**src/hw/game_rules_pkg.sv**
```systemverilog
package game_rules_pkg;

	// lives granted at game start and after game over
	localparam logic [3:0] life_init_default = 4'd3;

	// good obstacle hits that finish one level
	localparam logic [3:0] goals_per_level_default = 4'd2;

	// score, level and life all share this width
	typedef logic [3:0] counter_t;

	// idle waits for start
	// ready and game_over hold the level in reset until a key press
	typedef enum logic [2:0] {
		idle,
		ready,
		play,
		game_over
	} game_state_t;

endpackage

```
**src/hw/video_event_pkg.sv**
```systemverilog
package video_event_pkg;

	// draw requests of the sprite renderers for the current pixel
	typedef struct packed {
		logic smiley;		// smiley sprite covers this pixel
		logic border_bottom;	// bottom border covers this pixel
		logic obstacle;		// any obstacle covers this pixel
		logic obstacle_good;	// only meaningful with obstacle set
	} draw_req_t;

	// what the smiley touched during one whole frame
	typedef struct packed {
		logic hit_bottom;
		logic hit_obstacle;
		logic obstacle_good;	// set together with hit_obstacle for a good obstacle
	} collision_event_t;

endpackage

```
**src/hw/collision_detector.sv**
```systemverilog
`timescale 1ns/100ps

module collision_detector (
	input	logic					clk,
	input	logic					resetN,
	input	video_event_pkg::draw_req_t		pixel,
	input	logic					frame_start,
	output	logic					push,
	output	video_event_pkg::collision_event_t	push_event
);

	video_event_pkg::collision_event_t	pix_hit;	// overlaps of this pixel alone
	video_event_pkg::collision_event_t	frame_hit;	// sticky over the running frame

	// smiley has to be drawn on the same pixel as the other object
	always_comb begin
		pix_hit.hit_bottom    = pixel.smiley & pixel.border_bottom;
		pix_hit.hit_obstacle  = pixel.smiley & pixel.obstacle;
		pix_hit.obstacle_good = pixel.smiley & pixel.obstacle & pixel.obstacle_good;
	end

	always_ff @(posedge clk or negedge resetN) begin
		if (!resetN) begin
			frame_hit <= '0;
			push <= 1'b0;
		end else if (frame_start) begin
			push <= |frame_hit;		// only frames with an overlap make an event
			frame_hit <= pix_hit;		// first pixel already belongs to the new frame
		end else begin
			push <= 1'b0;
			frame_hit <= frame_hit | pix_hit;
		end
	end

	// event payload, only looked at together with push
	always_ff @(posedge clk) begin
		if (frame_start)
			push_event <= frame_hit;
	end

	// a good hit without an obstacle hit would be read as a bad one downstream
	a_good_has_obstacle: assert property (@(posedge clk) disable iff (!resetN)
		push |-> (push_event.hit_obstacle || !push_event.obstacle_good));

endmodule

```
**src/hw/event_queue.sv**
```systemverilog
`timescale 1ns/100ps

module event_queue #(
	parameter int depth = 4
) (
	input	logic					clk,
	input	logic					resetN,
	input	logic					push,
	input	video_event_pkg::collision_event_t	push_event,
	input	logic					pop,
	input	logic					flush,
	output	video_event_pkg::collision_event_t	head,
	output	logic					empty
);

	localparam int ptr_w = (depth > 1) ? $clog2(depth) : 1;
	localparam int cnt_w = $clog2(depth + 1);

	video_event_pkg::collision_event_t	mem [depth];

	logic [ptr_w-1:0]	wr_ptr;
	logic [ptr_w-1:0]	rd_ptr;
	logic [cnt_w-1:0]	count;
	logic			full;
	logic			do_push;
	logic			do_pop;

	// wraps at depth so any depth works, not only powers of two
	function automatic logic [ptr_w-1:0] ptr_inc(input logic [ptr_w-1:0] ptr);
		return (ptr == ptr_w'(depth - 1)) ? '0 : ptr + 1'b1;
	endfunction

	assign empty = (count == '0);
	assign full = (count == cnt_w'(depth));
	assign do_push = push && !full;		// event is lost when full
	assign do_pop = pop && !empty;
	assign head = mem[rd_ptr];

	always_ff @(posedge clk or negedge resetN) begin
		if (!resetN) begin
			wr_ptr <= '0;
			rd_ptr <= '0;
			count <= '0;
		end else if (flush) begin
			// flush beats a push in the same cycle
			wr_ptr <= '0;
			rd_ptr <= '0;
			count <= '0;
		end else begin
			if (do_push)
				wr_ptr <= ptr_inc(wr_ptr);
			if (do_pop)
				rd_ptr <= ptr_inc(rd_ptr);
			if (do_push && !do_pop)
				count <= count + 1'b1;
			else if (do_pop && !do_push)
				count <= count - 1'b1;
		end
	end

	always_ff @(posedge clk) begin
		if (do_push)
			mem[wr_ptr] <= push_event;
	end

	// one event per frame cannot fill the queue unless something is stuck
	a_no_push_full: assert property (@(posedge clk) disable iff (!resetN)
		(push && !flush) |-> !full);

	a_no_pop_empty: assert property (@(posedge clk) disable iff (!resetN)
		pop |-> !empty);

endmodule

```
**src/hw/game_controller.sv**
```systemverilog
`timescale 1ns/100ps

module game_controller #(
	parameter game_rules_pkg::counter_t life_init = game_rules_pkg::life_init_default,
	parameter game_rules_pkg::counter_t goals_per_level = game_rules_pkg::goals_per_level_default
) (
	input	logic					clk,
	input	logic					resetN,
	input	logic					start,
	input	logic					key_press,
	input	video_event_pkg::collision_event_t	head,
	input	logic					empty,
	output	logic					pop,
	output	logic					pause,
	output	logic					reset_level,
	output	logic					reset_level_pulse,
	output	game_rules_pkg::counter_t		score,
	output	game_rules_pkg::counter_t		level,
	output	game_rules_pkg::counter_t		life
);

	game_rules_pkg::game_state_t	state;
	game_rules_pkg::game_state_t	state_next;
	game_rules_pkg::counter_t	score_next;
	game_rules_pkg::counter_t	level_next;
	game_rules_pkg::counter_t	life_next;
	logic				reset_level_d;

	always_ff @(posedge clk or negedge resetN) begin
		if (!resetN) begin
			state <= game_rules_pkg::idle;
			score <= '0;
			level <= '0;
			life <= life_init;
			reset_level_d <= 1'b0;
		end else begin
			state <= state_next;
			score <= score_next;
			level <= level_next;
			life <= life_next;
			reset_level_d <= reset_level;
		end
	end

	// rising edge of reset_level, also flushes the event queue
	assign reset_level_pulse = reset_level && !reset_level_d;

	always_comb begin
		state_next = state;
		score_next = score;
		level_next = level;
		life_next = life;
		pause = 1'b1;
		reset_level = 1'b0;
		pop = 1'b0;

		case (state)
			game_rules_pkg::idle: begin
				if (start)
					state_next = game_rules_pkg::ready;
			end

			game_rules_pkg::ready: begin
				score_next = '0;
				reset_level = 1'b1;
				if (key_press)
					state_next = game_rules_pkg::play;
			end

			game_rules_pkg::play: begin
				pause = 1'b0;
				pop = !empty;		// one event per cycle, taken right away
				if (!empty) begin
					if (head.hit_bottom) begin
						life_next = life - 1'b1;
						if (life_next == '0)
							state_next = game_rules_pkg::game_over;
						else
							state_next = game_rules_pkg::ready;
					end else if (head.hit_obstacle && head.obstacle_good) begin
						if (score + 1'b1 == goals_per_level) begin
							// level done
							score_next = '0;
							level_next = level + 1'b1;
							state_next = game_rules_pkg::ready;
						end else begin
							score_next = score + 1'b1;
						end
					end
					// bad obstacle leaves everything as is
				end
			end

			game_rules_pkg::game_over: begin
				score_next = '0;
				level_next = '0;
				life_next = life_init;
				reset_level = 1'b1;
				if (key_press)
					state_next = game_rules_pkg::play;
			end

			default: begin
				state_next = game_rules_pkg::idle;
			end
		endcase
	end

	// the last life always ends in game_over before play can see zero
	a_life_in_play: assert property (@(posedge clk) disable iff (!resetN)
		(state == game_rules_pkg::play) |-> (life != '0));

	a_pop_in_play: assert property (@(posedge clk) disable iff (!resetN)
		pop |-> (state == game_rules_pkg::play));

endmodule

```
**src/hw/game_core.sv**
```systemverilog
`timescale 1ns/100ps

module game_core #(
	parameter int depth = 4,
	parameter game_rules_pkg::counter_t life_init = game_rules_pkg::life_init_default,
	parameter game_rules_pkg::counter_t goals_per_level = game_rules_pkg::goals_per_level_default
) (
	input	logic				clk,
	input	logic				resetN,
	input	video_event_pkg::draw_req_t	pixel,
	input	logic				frame_start,
	input	logic				start,
	input	logic				key_press,
	output	logic				pause,
	output	logic				reset_level,
	output	logic				reset_level_pulse,
	output	game_rules_pkg::counter_t	score,
	output	game_rules_pkg::counter_t	level,
	output	game_rules_pkg::counter_t	life
);

	logic					push;
	video_event_pkg::collision_event_t	push_event;
	video_event_pkg::collision_event_t	head;
	logic					empty;
	logic					pop;

	collision_detector collision_detector_i (
		.clk		(clk),
		.resetN		(resetN),
		.pixel		(pixel),
		.frame_start	(frame_start),
		.push		(push),
		.push_event	(push_event)
	);

	event_queue #(
		.depth		(depth)
	) event_queue_i (
		.clk		(clk),
		.resetN		(resetN),
		.push		(push),
		.push_event	(push_event),
		.pop		(pop),
		.flush		(reset_level_pulse),	// stale events die with each level reset
		.head		(head),
		.empty		(empty)
	);

	game_controller #(
		.life_init		(life_init),
		.goals_per_level	(goals_per_level)
	) game_controller_i (
		.clk			(clk),
		.resetN			(resetN),
		.start			(start),
		.key_press		(key_press),
		.head			(head),
		.empty			(empty),
		.pop			(pop),
		.pause			(pause),
		.reset_level		(reset_level),
		.reset_level_pulse	(reset_level_pulse),
		.score			(score),
		.level			(level),
		.life			(life)
	);

endmodule

```
**config.mk**
```make
export PLATFORM = sky130hd
export DESIGN_NAME = game_core
export DESIGN_NICKNAME = d
export VERILOG_FILES = /design/src/hw/game_rules_pkg.sv /design/src/hw/video_event_pkg.sv /design/src/hw/collision_detector.sv /design/src/hw/event_queue.sv /design/src/hw/game_controller.sv /design/src/hw/game_core.sv
export SDC_FILE = /design/constraint.sdc
export NUM_CORES = 1
export LEC_CHECK = 0
export BUFFER_PORTS_ARGS = -buffer_cell sky130_fd_sc_hd__buf_2
export CAP_MARGIN = 20
export CORE_ASPECT_RATIO = 0.6
export CORE_MARGIN = 5
export CORE_UTILIZATION = 35
export DETAILED_ROUTE_END_ITERATION = 8
export MAX_ROUTING_LAYER = met4
export SLEW_MARGIN = 20
export SYNTH_ARGS = -nofsm -noshare
export SYNTH_HDL_FRONTEND = slang
export SYNTH_HIERARCHICAL = 1
export SYNTH_SLANG_ARGS = --single-unit
```
**constraint.sdc**
```tcl
create_clock -name clk -period 3.9 [get_ports clk]
set_clock_uncertainty 0.2 [all_clocks]
set_input_delay 0 -clock clk [delete_from_list [all_inputs] [get_ports clk]]
set_output_delay 0 -clock clk [all_outputs]
set_load 0.05 [all_outputs]
```
==> results by group <==
Detailed routing
  – Via count: 1609
  – DR iter-0 viols: 118
  – Routed length per instance: 13.8 um
  – DR vias/cell: 5.06
  – # DRC: 0
  – Pre-Repair DR Iteration Count: 4
  – DRT Wirelength: 4400 um
  – Antenna-violating nets left: 0

Die
  – Die area: 8230 um^2
  – Die span in x: 114 um
  – Initial Utilization: 36.5%
  – Core area: 6190 um^2
  – Row cnt: 22
  – I/O pins: 24
  – Die Y: 72.3 um

Synthesis
  – Syn Area/Cell: 11.3 um^2
  – Synth top area share: 26.5%
  – Syn_nets: 221
  – Register area share after synthesis: 48.8%
  – Area leader, netlist: dfrtp_1
  – Synth cell types: 59
  – Asr flop ratio synth: 63.4%
  – Synthesis warning total: 6
  – Yosys reg bits: 41
  – Ys flop type: dfrtp_1
  – Post-synth EDFFs: 15
  – Top post-synthesis cells by area: dfrtp_1 (27%), edfxtp_1 (20%), ha_1 (5.5%)
  – Synth Cell Area: 2260 um^2
  – Cells after Synth: 201

Timing
  – Final setup fails: 0
  – Final setup TNS: 0 ps
  – Final setup margin: 621 ps
  – Worst slew margin: 43.5%
  – Fin crit period: 3280 ps
  – Final slew viol count: 0
  – Fin. Hold Viols: 0
  – RSZ-0062 raised after global routing: no
  – Final worst-path cycle share: 84.1%
  – Slew @ Worst Pin: 846 ps
  – Fmax: 0.305 GHz

Setup path
  – Crit path buf inv count: 0
  – Worst path most repeated cell: nor2_1
  – Crit-path max FO: 12
  – Nature of the critical path endpoint: register
  – Crit-path slowest cell: nor2_1
  – CP Data Required Time: 3940 ps
  – Reg2reg setup slack: 620 ps
  – Crit path DAT: 3320 ps
  – Cell Chain, Critical Path: or2_0 > nor2_1 > nor2_1 > o21ai_0 > and3_1 > fa_1 > a21bo_2 > a311oi_1 > o311a_1
  – Critical path's largest stage delay: 600 ps
  – Crit Path Class: reg2reg
  – Delay-heaviest family, CP: simple AND/OR/NAND/NOR gates
  – CP Launch Type: register

Clocking
  – Root Driver: clkbuf_8
  – Worst-Skew Late Latency: 300 ps
  – Max Root-Sink Buffers: 2
  – CTS tree: built
  – H-Tree Depth: 2
  – Resize count post-CTS: 0
  – Clock sink total: 41
  – Worst-path clk slew: 80 ps
  – Num CTS Buffers: 5

Finish
  – Area occupied by multi-input gates: 1030 um^2
  – FILL cells: 598
  – Register area: 1100 um^2
  – Layout cells sized above 1: 20.5%
  – Most frequent cells in the layout: dfrtp_1 (24), buf_2 (23), inv_1 (15), edfxtp_1 (15), o21ai_0 (14)
  – # diodes: 0
  – Nets: 253
  – Most common cell after layout, fill and taps aside: dfrtp_1
  – Synthesis-to-finish area growth: 15.9%

Global routing
  – Global route overflow: 0
  – GRT Overall Usage: 12.0%
  – Pin count of the biggest net entering global routing: 27
  – Vias in the first global route: 1579
  – First-pass GRT wire length: 7610 um
  – Initial antenna violation count: 0

Pwr
  – Net switching power figure: 726 uW
  – Clock network fraction of design power: 17.2%
  – Power Density: 640 nW/um^2
  – Tot Pwr: 1680 uW
  – Internal power: 954 uW
  – Lkg Pwr: 0.00113 uW
  – Sequential share of power: 39.4%
  – Sw frac: 43.2%
  – Part of the power in combinational logic: 43.4%
  – Peak supply drop: 0.000206 V

Place
  – Place WS: 683 ps
  – Hpwl dp: 3260 um
  – Buffers on Ports: 23
  – Global placement routability congestion: 0.812

Min path
  – Hold Path Class: in2async

Run
  – Max cap viols: 0

Outcome
  – Status: finished, final reports clean
## kinds of logic after synthesis
family | after synthesis | synth area share, %
DFF | 41 | 48.8
buffers and inverters | 25 | 5.75
and+or+nand+nor | 68 | 17.5
adders and majority gates | 11 | 6.41
muxes | 9 | 5.97
AOI/OAI and AO/OA | 45 | 14.8
xor gates and xnor gates | 2 | 0.774
## worst paths after layout
| path | to | cells past startpoint | from |
|---|---|---|---|
| worst max-delay path | event_queue_i/count[2] | 9 | event_queue_i/count[0] |
| worst min-delay path | game_controller_i/level[0] | 2 | resetN |
| worst max register to register | event_queue_i/count[2] | 9 | event_queue_i/count[0] |
| worst min register to register | collision_detector_i/push_event[1] | 0 | collision_detector_i/frame_hit[1] |
| max in group asynchronous | collision_detector_i/push | 2 | resetN |
| min in group clk | game_controller_i/state[1] | 5 | start |
## repair_timing
action                    4_1_cts  5_1_grt
setup buffers                   0        0
hold endpoints to repair       34        0
hold buffers                   12        0
## stage by stage
step	util, %	area [um^2]	instances	hold slack, ps
CTS	42.4	2620	318	41.4
detailed placement	38.9	2410	298	-138
global placement	38.9	2410	298	-144
finish	42.4	2620	318	51.4
floorplan	-	2260	201	-496
global route	42.4	2620	318	108
## final cells by class
type / instances / share of cell area (%)
Clock inverter: 3 / 0.954
Timing Repair Buffer: 35 / 8.97
Clock buffer: 5 / 2.62
Inverter: 15 / 2.15
Multi-Input combinational cell: 135 / 39.2
Tap cell: 84 / 4.01
Sequential cell: 41 / 42.1
## flip-flops by register name, indices dropped and copies added (netlist names)
name	count
game_controller_i/life	4
game_controller_i/score	4
event_queue_i/count	3
event_queue_i/mem	12
event_queue_i/rd_ptr	2
game_controller_i/level	4
collision_detector_i/push_event	3
game_controller_i/reset_level_d	1
event_queue_i/wr_ptr	2
collision_detector_i/frame_hit	3
game_controller_i/state	2
collision_detector_i/push	1
## cells in the mapped netlist, drive strengths merged, types with 2 or more instances
library cell  instances
a21bo                 2
a21oi                 8
a41oi                 2
and3                  7
buf                   6
clkbuf                4
dfrtp                24
dfstp                 2
edfxtp               15
ha                   10
inv                  15
mux2                  3
mux2i                 3
mux4                  3
nand2                13
nand2b                6
nand3                 6
nand3b                3
nor2                 13
nor2b                 3
nor3                  2
nor3b                 2
o21ai                14
o31a                  3
o31ai                 6
or2                   2
## routing by layer
layer | wire length (um) | GRT usage [%] | part of all wire [%] | vias up
li1 | - | - | - | 795
met1 | 2200 | 16.5 | 50 | 770
met2 | 1900 | 17.2 | 43 | 37
met3 | 260 | 3.50 | 5.9 | 7
met4 | 47 | 3.29 | 1.1 | 0
met5 | 0 | - | 0 | -
## power by group through the flow
stage	clock [uW]	sequential (uW)	combinational (uW)
6_report	289	661	730
2_1_floorplan	0	678	582
5_1_grt	328	681	813
4_1_cts	301	662	733
3_5_place_dp	0	671	720
3_3_place_gp	0	667	718
No activity file was read; power rests on OpenSTA's default activity.
